$ cat config.mk
export PLATFORM = sky130hd
export DESIGN_NAME = elk_bank_decode
export DESIGN_NICKNAME = d
export VERILOG_FILES = /design/src/source/elk_mem_pkg.sv /design/src/source/elk_bank_decode.sv
export SDC_FILE = /design/constraint.sdc
export NUM_CORES = 1
export LEC_CHECK = 0
export ABC_AREA = 1
export BUFFER_PORTS_ARGS = -buffer_cell sky130_fd_sc_hd__clkbuf_2
export CAP_MARGIN = 0
export CORE_AREA = 2 2 39 41
export DETAILED_ROUTE_END_ITERATION = 8
export DIE_AREA = 0 0 41 43
export REMOVE_ABC_BUFFERS = 1
export SYNTH_ARGS = -nofsm -noshare
export SYNTH_HDL_FRONTEND = slang
export SYNTH_SLANG_ARGS = --single-unit
$ cat constraint.sdc
create_clock -name vclk -period 1.88
set_input_delay 0.376 -clock vclk [all_inputs]
set_output_delay 0.376 -clock vclk [all_outputs]
set_load 0.01 [all_outputs]
$ cat src/source/elk_mem_pkg.sv
// memory map definitions for the sideways ROM/RAM section
// CPU bus word, address views and bank select word
`default_nettype none

package elk_mem_pkg;

	// offset inside one 16 KiB bank
	localparam int OFFSET_W = 14;
	// CPU address width
	localparam int ADDR_W = 19;

	localparam int ROM_BANKS = 7;
	localparam int RAM_BANKS = 8;

	// linear array indices
	localparam int ROM_ADDR_W = 17;
	localparam int RAM_ADDR_W = 17;

	// rom side: ram_sel clear, group and slot pick a bank
	typedef struct packed {
		logic                ram_sel;
		logic [1:0]          group;
		logic [1:0]          slot;
		logic [OFFSET_W-1:0] offset;
	} rom_view_t;

	// ram side: ram_sel set, high clear, bank field takes the rest
	typedef struct packed {
		logic                         ram_sel;
		logic                         high;
		logic [ADDR_W-OFFSET_W-3:0]   bank;
		logic [OFFSET_W-1:0]          offset;
	} ram_view_t;

	// same 19-bit word, read as rom or ram layout
	typedef union packed {
		rom_view_t rom_view;
		ram_view_t ram_view;
	} mem_addr_u;

	// cpu strobe bus, we_n low while writing
	typedef struct packed {
		mem_addr_u  addr;
		logic       we_n;
		logic [7:0] wdata;
	} cpu_bus_t;

	typedef struct packed {
		logic       rom_hit;
		logic       ram_hit;
		logic [2:0] bank;
	} bank_sel_t;

endpackage

`default_nettype wire

$ cat src/source/elk_bank_decode.sv
// sideways bank decoder
// maps the upper CPU address bits to a ROM bank, a RAM bank or nothing
`default_nettype none

module elk_bank_decode (
	input  elk_mem_pkg::mem_addr_u i_addr,
	output elk_mem_pkg::bank_sel_t o_sel
);

	import elk_mem_pkg::*;

	//////////////////////////////////////////////////////////////////////
	// rom map
	// 01_00       -> bank 0
	// 10_00,10_01 -> bank 1 (aliased)
	// 10_10,10_11 -> bank 2 (aliased)
	// 11_xx       -> banks 3..6
	//////////////////////////////////////////////////////////////////////

	always_comb begin
		// default unmapped, reads as zero
		o_sel = '0;
		if (!i_addr.rom_view.ram_sel) begin
			case ({i_addr.rom_view.group, i_addr.rom_view.slot})
				4'b01_00: begin
					o_sel.rom_hit = 1'b1;
					o_sel.bank = 3'd0;
				end
				4'b10_00, 4'b10_01: begin
					o_sel.rom_hit = 1'b1;
					o_sel.bank = 3'd1;
				end
				4'b10_10, 4'b10_11: begin
					o_sel.rom_hit = 1'b1;
					o_sel.bank = 3'd2;
				end
				4'b11_00, 4'b11_01, 4'b11_10, 4'b11_11: begin
					o_sel.rom_hit = 1'b1;
					// slot 0..3 onto banks 3..6
					o_sel.bank = 3'd3 + {1'b0, i_addr.rom_view.slot};
				end
				default: begin
					// group 00 and 01 slots 01..11 stay empty
					o_sel.rom_hit = 1'b0;
				end
			endcase
		end else if (!i_addr.ram_view.high) begin
			// ram: bank field used as is
			o_sel.ram_hit = 1'b1;
			o_sel.bank = i_addr.ram_view.bank;
		end
		// ram_sel with high set falls through as unmapped
	end

endmodule

`default_nettype wire

* Yosys cells after proc, flatten, opt, wreduce, memory -nomap -nowiden
Cells that the tools add are included.
Storage, ports and cells: register bits after elaboration 0, latch bits 0, bits in writable memories 0, ROM bits 0, logic and storage cells 20, memories 0
Operators by class: add/sub/neg operators 1, $mul 0, divide/modulo/power cells 0, magnitude comparators 0, eq/ne operators 9, shift-type cells 0, multiplexer cells 6, bitwise operators 0, reduce and logical (&&, ||, !) cells 4
Operators by type and width (count):
- $eq 4x4->1 const B | 8
- $pmux 3 s3 | 1
- $reduce_or 9->1 | 1
- $eq 4x3->1 const B | 1
- $mux 4 | 1
- $reduce_or 2->1 | 2
- $reduce_or 4->1 | 1
- $add 2x2->3 const A | 1
- $mux 1 | 3
- $mux 3 | 1

* Logic depth before layout (Yosys ltp)
word-level depth 4, mapped depth 8

* Worst setup path before layout
OpenSTA, ideal clock, no wires.
path type input to output, from input port i_addr[14] (netlist bit), to output port o_sel[2] (netlist bit), data arrival time 1.079 ns, slack 0.425 ns, cell stages on the path 4, path through inv_1 ha_1 or2_0 o21ai_1
RTL lines:
- start: declaration | RTL line elk_bank_decode.sv:6 | input elk_mem_pkg::mem_addr_u i_addr,
- end: declaration | RTL line elk_bank_decode.sv:7 | output elk_mem_pkg::bank_sel_t o_sel

==> flow_summary.json <==
{
  "busiest_layer": "met2",
  "nFillCells": 167,
  "hold_slack_ps": 1090,
  "place.port_buffers": 10,
  "ys_top_cells_by_area": "ha_1 25%, nand2_1 25%, bufinv_8 8.8%, o21ai_1 7.5%, inv_1 7.5%",
  "ir_worst_vdd_uv": 23.1,
  "crit_path_start_kind": "input pin",
  "grt_usage_pct": 4.70,
  "min_to": "o_sel[1]",
  "vias_per_cell": 3.66,
  "fp.dieW_um": 41,
  "row_count": 14,
  "grt_use_met1_pct": 5.06,
  "rsz0062_at_grt": "false",
  "initial_utilization_pct": 14.4,
  "finalInstanceArea_um2": 269,
  "grtUsageMet2_pct": 9.69,
  "die_h_um": 43,
  "syn_to_final_growth_pct": 35.2,
  "grt_pass1_wl_um": 634,
  "hpwl_um": 383,
  "first_pass_iters": 1,
  "grt_pass1_vias": 184,
  "nClkBuffers": 0,
  "endpoint_kind": "output port",
  "finalCriticalPeriod_ps": 1740,
  "yosys.area.top_type": "ha_1",
  "maxCapViolCount": 0,
  "drt_wl_total_um": 403,
  "vias": 227,
  "flops_and_latches": 0,
  "worstSetupPathType": "in2out",
  "slew-limit-headroom_pct": 90.2,
  "power_per_cell_area_nw_per_um2": 199,
  "fmaxAchievable_ghz": 0.575,
  "fin_setup_tns_ps": 0,
  "worstHoldStart": "i_addr[15]",
  "crit_start": "i_addr[14]",
  "grt.overflow.total": 0,
  "place_area_um2": 269,
  "finalSetupViolCount": 0,
  "wl_per_cell_um": 6.50,
  "status": "finished, final reports clean",
  "p_leak_nw": 0.174,
  "fin_util_pct": 19.4,
  "drtIter0Drc": 0,
  "syn_area_um2": 199,
  "period_share_pct": 92.5,
  "post_cts_resize_count": 0,
  "yosysSeqAreaShare_pct": 0,
  "drive_gt1_share_pct": 30.4,
  "diodes": 0,
  "hold_violations": 0,
  "ys_types": 13,
  "ant_nets": 0,
  "yosys.cell_count.top_type": "nand2_1",
  "cp_data_required_time_ps": 1500,
  "tightest_slew_ps": 147,
  "final_nets": 71,
  "crit_path_max_fanout": 4,
  "core_area_um2": 1380,
  "finalPower_mw": 0.0535,
  "synth_commonest_cells": "13 x nand2_1, 4 x ha_1, 4 x inv_1",
  "yosysWarningCount": 0,
  "slew_violations": 0,
  "cts_setup_buffers": 0,
  "grt_use_met3_pct": 0,
  "antenna_found_initial": 0,
  "drc": 0,
  "io_pins": 24,
  "postCtsHoldBufs": 0,
  "post_synth_inst_count": 36,
  "yosys.area.top_type_share_pct": 25.2,
  "avgSynthCellArea_um2": 5.53,
  "crit_arrival_ps": 1360,
  "die_area_um2": 1760,
  "worstHoldPathType": "in2out",
  "grt_max_degree": 5,
  "final-seq-area_um2": 0,
  "routabilityCongestion": 0.659,
  "min_path_cells": 4
}
==> critical path: stages <==
cell,delay (ps)
clkbuf_2,120
inv_1,80
ha_1,240
nor2_2,130
nand2_2,80
nand3_1,80
nand2_1,50
nand2_1,50
nand2_1,40
clkbuf_2,110
==> area by class of cell <==
| cell class | count | area, µm² | share of cell area, % |
|---|---|---|---|
| Tap cell | 16 | 20.0 | 7.44 |
| Multi-Input combinational cell | 29 | 159 | 59.1 |
| Timing Repair Buffer | 10 | 50.0 | 18.6 |
| Inverter | 7 | 40.0 | 14.9 |
==> where the power goes <==
part	total, mW	switching (mW)	internal (mW)
registers	0	0	0
logic	0.0535	0.0298	0.0237
clock network	0	0	0
==> cells by family after synthesis <==
family,share of synthesized area (%)
AO/OA/AOI/OAI,10.1
AND/OR/NAND/NOR,44.7
buffers and inverters,20.1
adder cells (fa/ha/maj),25.2
==> layer usage <==
| metal | share of wire, % | routed length (µm) | vias to the layer above |
|---|---|---|---|
| li1 | - | - | 129 |
| met1 | 37 | 149 | 94 |
| met2 | 57 | 229 | 4 |
| met3 | 5.7 | 23 | 0 |
| met4 | 0 | 0 | 0 |
| met5 | 0 | 0 | - |
==> how the worst max path moves through the flow <==
stage               endpoint  depth (start not counted)
floorplan           o_sel[2]                          4
global placement    o_sel[1]                         10
detailed placement  o_sel[0]                         10
CTS                 o_sel[1]                         10
global route        o_sel[1]                         10
finish              o_sel[0]                         10
==> cell usage in the layout (no fill, tap or decap) <==
cell type,Yosys,layout
nand2_1,13,13
clkbuf_2,0,10
inv_1,4,4
ha_1,4,4
nor2_1,3,3
o21ai_1,3,3
nand3_1,2,2
nor2_2,1,1
nand2_2,1,1
clkinv_1,1,1
bufinv_8,1,1
inv_2,1,1
a21oi_1,1,1
or2_0,1,1
==> stage by stage <==
step           worst slack (ps)  std cells
2_1_floorplan               425         36
3_3_place_gp                135         62
3_5_place_dp                132         62
4_1_cts                     131         62
5_1_grt                    9.80         62
6_report                    142         62
(Power assumes the default switching activity.)
