==> src/source/elk_mem_pkg.sv <==
// memory map definitions for the sideways ROM/RAM section
// CPU bus word, address views and bank select word
`default_nettype none

package elk_mem_pkg;

	// offset inside one 16 KiB bank
	localparam int OFFSET_W = 14;
	// CPU address width
	localparam int ADDR_W = 19;

	localparam int ROM_BANKS = 7;
	localparam int RAM_BANKS = 8;

	// linear array indices
	localparam int ROM_ADDR_W = 17;
	localparam int RAM_ADDR_W = 17;

	// rom side: ram_sel clear, group and slot pick a bank
	typedef struct packed {
		logic                ram_sel;
		logic [1:0]          group;
		logic [1:0]          slot;
		logic [OFFSET_W-1:0] offset;
	} rom_view_t;

	// ram side: ram_sel set, high clear, bank field takes the rest
	typedef struct packed {
		logic                         ram_sel;
		logic                         high;
		logic [ADDR_W-OFFSET_W-3:0]   bank;
		logic [OFFSET_W-1:0]          offset;
	} ram_view_t;

	// same 19-bit word, read as rom or ram layout
	typedef union packed {
		rom_view_t rom_view;
		ram_view_t ram_view;
	} mem_addr_u;

	// cpu strobe bus, we_n low while writing
	typedef struct packed {
		mem_addr_u  addr;
		logic       we_n;
		logic [7:0] wdata;
	} cpu_bus_t;

	typedef struct packed {
		logic       rom_hit;
		logic       ram_hit;
		logic [2:0] bank;
	} bank_sel_t;

endpackage

`default_nettype wire

==> src/source/elk_host_pkg.sv <==
// host side definitions: APB words, register map,
// ROM loader word and ADC sample / tape status words
`default_nettype none

package elk_host_pkg;

	typedef struct packed {
		logic        psel;
		logic        penable;
		logic        pwrite;
		logic [11:0] paddr;
		logic [31:0] pwdata;
	} apb_req_t;

	typedef struct packed {
		logic [31:0] prdata;
		logic        pready;
		logic        pslverr;
	} apb_rsp_t;

	// register offsets
	localparam logic [11:0] REG_CTRL     = 12'h000;
	localparam logic [11:0] REG_ROM_ADDR = 12'h004;
	localparam logic [11:0] REG_ROM_DATA = 12'h008;
	localparam logic [11:0] REG_STATUS   = 12'h00C;

	// one rom write per cycle with we high
	typedef struct packed {
		logic                               en;
		logic                               we;
		logic [elk_mem_pkg::ROM_ADDR_W-1:0] addr;
		logic [7:0]                         data;
	} rom_load_t;

	localparam int SAMPLE_W = 12;

	typedef struct packed {
		logic                valid;
		logic [SAMPLE_W-1:0] sample;
	} adc_sample_t;

	// tape_bit lands in bit 12 of STATUS
	typedef struct packed {
		logic                tape_bit;
		logic [SAMPLE_W-1:0] avg;
	} tape_status_t;

endpackage

`default_nettype wire

==> src/source/elk_apb_regs.sv <==
// APB register block for the host ROM loader and tape status
// zero wait states, pslverr on bad offset or write while not loading
`default_nettype none

module elk_apb_regs (
	input  logic                       clk_sys,
	input  logic                       i_reset,
	input  elk_host_pkg::apb_req_t     i_apb,
	output elk_host_pkg::apb_rsp_t     o_apb,
	input  elk_host_pkg::tape_status_t i_status,
	output elk_host_pkg::rom_load_t    o_load
);

	import elk_mem_pkg::*;
	import elk_host_pkg::*;

	logic                  access;
	logic                  addr_ok;
	logic                  err;
	logic                  wr_ok;
	logic                  data_wr;
	logic                  load;
	logic [ROM_ADDR_W-1:0] rom_addr;
	logic [31:0]           rdata;

	assign access = i_apb.psel && i_apb.penable;

	//////////////////////////////////////////////////////////////////////
	// offset decode and read mux
	//////////////////////////////////////////////////////////////////////

	always_comb begin
		addr_ok = 1'b1;
		rdata = '0;
		case (i_apb.paddr)
			REG_CTRL:     rdata = {31'b0, load};
			REG_ROM_ADDR: rdata = 32'(rom_addr);
			// write-only data port
			REG_ROM_DATA: rdata = '0;
			REG_STATUS:   rdata = 32'(i_status);
			default:      addr_ok = 1'b0;
		endcase
	end

	// data writes only while load is set
	assign err = !addr_ok || (i_apb.pwrite && i_apb.paddr == REG_ROM_DATA && !load);
	assign wr_ok = access && i_apb.pwrite && !err;
	assign data_wr = wr_ok && i_apb.paddr == REG_ROM_DATA;

	always_ff @(posedge clk_sys) begin
		if (i_reset) begin
			load <= 1'b0;
			rom_addr <= '0;
		end else if (wr_ok) begin
			case (i_apb.paddr)
				REG_CTRL:     load <= i_apb.pwdata[0];
				REG_ROM_ADDR: rom_addr <= i_apb.pwdata[ROM_ADDR_W-1:0];
				// byte goes out this cycle, then step
				REG_ROM_DATA: rom_addr <= rom_addr + 1'b1;
				default:      load <= load;
			endcase
		end
	end

	assign o_apb.prdata = rdata;
	assign o_apb.pready = access;
	assign o_apb.pslverr = access && err;

	// rom write during the access phase
	assign o_load.en = load;
	assign o_load.we = data_wr;
	assign o_load.addr = rom_addr;
	assign o_load.data = i_apb.pwdata[7:0];

endmodule

`default_nettype wire

==> config.mk <==
export PLATFORM = sky130hd
export DESIGN_NAME = elk_apb_regs
export DESIGN_NICKNAME = d
export VERILOG_FILES = /design/src/source/elk_mem_pkg.sv /design/src/source/elk_host_pkg.sv /design/src/source/elk_apb_regs.sv
export SDC_FILE = /design/constraint.sdc
export NUM_CORES = 1
export LEC_CHECK = 0
export BUFFER_PORTS_ARGS = -buffer_cell sky130_fd_sc_hd__clkbuf_2
export CORE_ASPECT_RATIO = 1.1
export CORE_UTILIZATION = 41
export DETAILED_ROUTE_END_ITERATION = 10
export PLACE_DENSITY = 0.81
export SYNTH_ARGS = -nofsm -noshare
export SYNTH_HDL_FRONTEND = slang
export SYNTH_SLANG_ARGS = --single-unit
==> constraint.sdc <==
create_clock -name clk_sys -period 2.52 [get_ports clk_sys]
set_input_delay 0.504 -clock clk_sys [delete_from_list [all_inputs] [get_ports clk_sys]]
set_output_delay 0.504 -clock clk_sys [all_outputs]
set_load 0.05 [all_outputs]
# --- Yosys cells after proc, flatten, opt, wreduce, memory -nomap -nowiden ---
# Index checks and enable logic that the tools add are counted.
classes:
  n_addsub: 1
  reduce_logical: 16
  n_mux: 3
  n_eq_ne: 3
op_table:
  columns: ["cell", "n"]
  rows:
  - ["17-bit case mux with 3 select lines", 1]
  - ["17-bit case mux with 2 select lines", 1]
  - ["12-bit by 4-bit equality test with 1-bit output, second input constant", 2]
  - ["17-bit by 1-bit adder with 17-bit output, second input constant", 1]
  - ["12-bit by 3-bit equality test with 1-bit output, second input constant", 1]
  - ["12-bit logical NOT", 1]
  - ["1-bit logical AND", 7]
  - ["2-bit AND reduction", 2]
  - ["4-bit OR reduction", 1]
  - ["1-bit logical NOT", 3]
  - ["2-bit nonzero test", 1]
  - ["1-bit logical OR", 1]
  - ["1-bit two-way mux", 1]
word_totals:
  elab_cells: 25
  register_bits: 18
  out_inout_bits: 61

# --- Logic depth before layout (Yosys ltp) ---
logic_depth:
  ltp_word: 8
  depth_mapped: 8
  ltp_nobuf: 6

# --- Worst setup path before layout ---
# Ideal clock, no wire load.
synth_timing:
  path_kind: "input to output"
  start: "in i_apb[39] (netlist bit)"
  end: "out o_apb[10] (netlist bit)"
  required_ns: 2.016
  path_stages: 5
  setup_slack_ns: -0.095
  t_arrival_ns: 2.111
  cell_sequence: "or4_4 nor3_1 and3_1 buf_2 a22o_1"
synth_rtl:
  columns: ["element", "line", "rtl"]
  rows:
  - ["start: declaration", "elk_apb_regs.sv:8", "input elk_host_pkg::apb_req_t i_apb,"]
  - ["end: declaration", "elk_apb_regs.sv:9", "output elk_host_pkg::apb_rsp_t o_apb,"]

==> impl_metrics.env <==
export IMPL_cap_viol_max_count=0
export IMPL_drt_pass1_iterations=4
export IMPL_crit_chain="buf_6 -> or4_4 -> nor3_4 -> and3_4 -> buf_12 -> a22o_2 -> buf_8"
export IMPL_p_leak_nw=1.13
export IMPL_grt_pass1_wl_um=8530
export IMPL_gp_congestion=0.904
export IMPL_final_hold_violation_count=0
export IMPL_p_seq_frac=0.402
export IMPL_cts_setup_buffers=0
export IMPL_final_common_cell="clkbuf_2"
export IMPL_hold_path_class="reg -> reg"
export IMPL_arrival_ps=2000
export IMPL_die_h_um=69.6
export IMPL_ir_drop_mv=0.135
export IMPL_grt_max_degree=23
export IMPL_fin_crit_ps=2510
export IMPL_ant_nets=0
export IMPL_drt_initial_drc_count=84
export IMPL_register_area_um2=360
export IMPL_p_sw_frac=0.325
export IMPL_synthFlopType="dfxtp_1"
export IMPL_switching_power_uw=230
export IMPL_routed_wl_um=5220
export IMPL_r2r_end="rom_addr[8]"
export IMPL_dp_slack_ps=-180
export IMPL_dieArea_um2=4410
export IMPL_layout_drive_gt1_share=0.468
export IMPL_comb_power_share=0.256
export IMPL_numClockSinks=18
export IMPL_route_detailed_drc=0
export IMPL_critical_path_required_ps=2020
export IMPL_r2r_cells=6
export IMPL_regToRegSetupSlack_ps=370
export IMPL_via_per_inst=5.27
export IMPL_cts_htree_levels=1
export IMPL_synth_edf_count=0
export IMPL_io_pins=123
export IMPL_wire_per_inst_um=13.8
export IMPL_n_antenna_cell=0
export IMPL_worstSetupPathType="in -> out"
export IMPL_ys_seq_elements=18
export IMPL_clockBufferDepth=2
export IMPL_slowest_stage="or4_4"
export IMPL_clk_latency_ps=250
export IMPL_ctsRootBufferMaster="clkbuf_8"
export IMPL_cp_max_fo=12
export IMPL_gr_total_overflow=0
export IMPL_timing_final_max_slew_violations=0
export IMPL_postSynthAreaPerCell_um2=7.50
export IMPL_endpoint="o_apb[5]"
export IMPL_skew_ps=2.39
export IMPL_layout_setup_ws_ps=13.7
export IMPL_grt_pass1_vias=1912
export IMPL_r2r_start="rom_addr[1]"
export IMPL_nets=389
export IMPL_power_density_nw_per_um2=282
export IMPL_setup_worst_path_start="i_apb[39]"
export IMPL_syn_area_um2=1700
export IMPL_ys_warn_count=0
export IMPL_ys_seq_area_frac=0.212
export IMPL_syn_inst=227
export IMPL_synthArstFlopShare=0
export IMPL_nFillCells=376
export IMPL_cp_start_kind="input port"
export IMPL_syn_to_final_growth_pct=47.5
export IMPL_status="finished clean"
export IMPL_cts_made_buffers=3
export IMPL_cp_end_kind="output pin"
export IMPL_core_area_um2=3960
export IMPL_post_route_period_util=0.995
export IMPL_cts_tree="built"
export IMPL_grt_antenna_before_repair=0
export IMPL_die_w_um=63.4
export IMPL_final_setup_tns_ps=0
export IMPL_track_usage=0.238
export IMPL_max_stage_delay_ps=560
export IMPL_finalSetupViolCount=0
export IMPL_clkPwrFrac=0.342
export IMPL_rsz0062_at_grt="yes"
export IMPL_vias=1985
export IMPL_final_cell_mix="76 x clkbuf_2, 22 x nand2_1, 21 x buf_4"
export IMPL_fmax_mhz=399
export IMPL_dp_hpwl_um=4020
export IMPL_start_util=0.429
export IMPL_multi_input_comb_area_um2=1210
export IMPL_p_int_uw=478
export IMPL_row_count=24
export IMPL_clkTransAtPathRegs_ps=70
export IMPL_ys_types=48
export IMPL_port_buffers=92
power by group through the flow:
stage	Clock, mW	Combinational (mW)	Sequential (mW)
after floorplan	0	0.134	0.291
after global placement	0	0.172	0.291
after detailed placement	0	0.174	0.291
after CTS	0.246	0.175	0.284
after global routing	0.258	0.191	0.284
final	0.242	0.181	0.284
through the flow:
stage / hold WS (ps) / total power [mW] / cells / area (um2) / utilization
CTS: 513 / 0.705 / 377 / 2440 / 0.616
global route: 547 / 0.733 / 377 / 2510 / 0.633
detailed placement: 501 / 0.465 / 373 / 2290 / 0.578
global placement: 507 / 0.463 / 373 / 2290 / 0.578
finish: 513 / 0.708 / 377 / 2510 / 0.633
floorplan: 490 / 0.425 / 241 / 1770 / -
cells in the mapped netlist, types with 2 or more instances:
cell,n,area share
o21ai_1,9,0.026
nor4_2,2,0.015
o21ai_0,6,0.018
clkbuf_1,2,0.0044
dfxtp_1,18,0.21
inv_1,2,0.0044
a31oi_1,5,0.018
or4b_1,2,0.012
nand3_1,9,0.026
nor4_4,2,0.025
and2_1,6,0.022
o221ai_1,2,0.010
or3_1,2,0.0074
a21oi_1,18,0.053
buf_2,5,0.015
o22ai_1,2,0.0074
nand4_1,6,0.022
a22o_1,12,0.062
nand2_1,22,0.049
nor3_1,2,0.0059
nor4_1,3,0.011
buf_4,26,0.11
mux2_2,2,0.013
xnor2_1,2,0.010
mux2i_1,2,0.012
nor2_1,16,0.035
nand2b_1,4,0.015
and3_1,2,0.0074
or4_1,4,0.018
nor2b_1,3,0.011
or2_2,4,0.015
or4_4,2,0.013
a21o_1,8,0.035
kinds of logic after synthesis:
logic type / share of synthesized area
simple gates: 0.328
compound gates: 0.266
buf+inv: 0.149
flops: 0.212
mux: 0.0250
xor+xnor: 0.0103
fa+ha+maj: 0.00735
other cells: 0.00220
state kept, by name (all words and copies together), names as in the netlist:
signal    flops
load          1
rom_addr     17
how the worst min path moves through the flow:
stage / to / startpoint / cells past startpoint
3_3_place_gp: rom_addr[16] / rom_addr[16] / 1
2_1_floorplan: load / load / 2
5_1_grt: load / i_apb[0] / 3
4_1_cts: rom_addr[16] / rom_addr[16] / 1
6_report: rom_addr[16] / rom_addr[16] / 1
3_5_place_dp: rom_addr[16] / rom_addr[16] / 1
critical path, delay by kind of cell:
kind	cells	cell delay (ps)
and+or+nand+nor	3	950
buffers and inverters	3	370
AOI/OAI and AO/OA	1	170
cell type report:
cell class / count / share of cell area
Multi-Input combinational cell: 186 / 0.483
Timing Repair Buffer: 115 / 0.323
Sequential cell: 18 / 0.144
Tap cell: 52 / 0.0259
Clock buffer: 4 / 0.0219
Inverter: 2 / 0.00299
metal layers:
metal | global-route usage | share of wire | vias to the layer above
met3 | 0.0461 | 0.059 | 8
met2 | 0.435 | 0.53 | 85
met4 | 0.0657 | 0.014 | 0
met1 | 0.277 | 0.40 | 893
li1 | - | - | 999
met5 | 0 | 0 | -
repair_timing:
action,CTS,global route
setup endpoints to repair,14,17
gates resized for setup,22,19
hold buffers,0,0
pin swaps,0,1
Power figures use the tool's default switching activity.
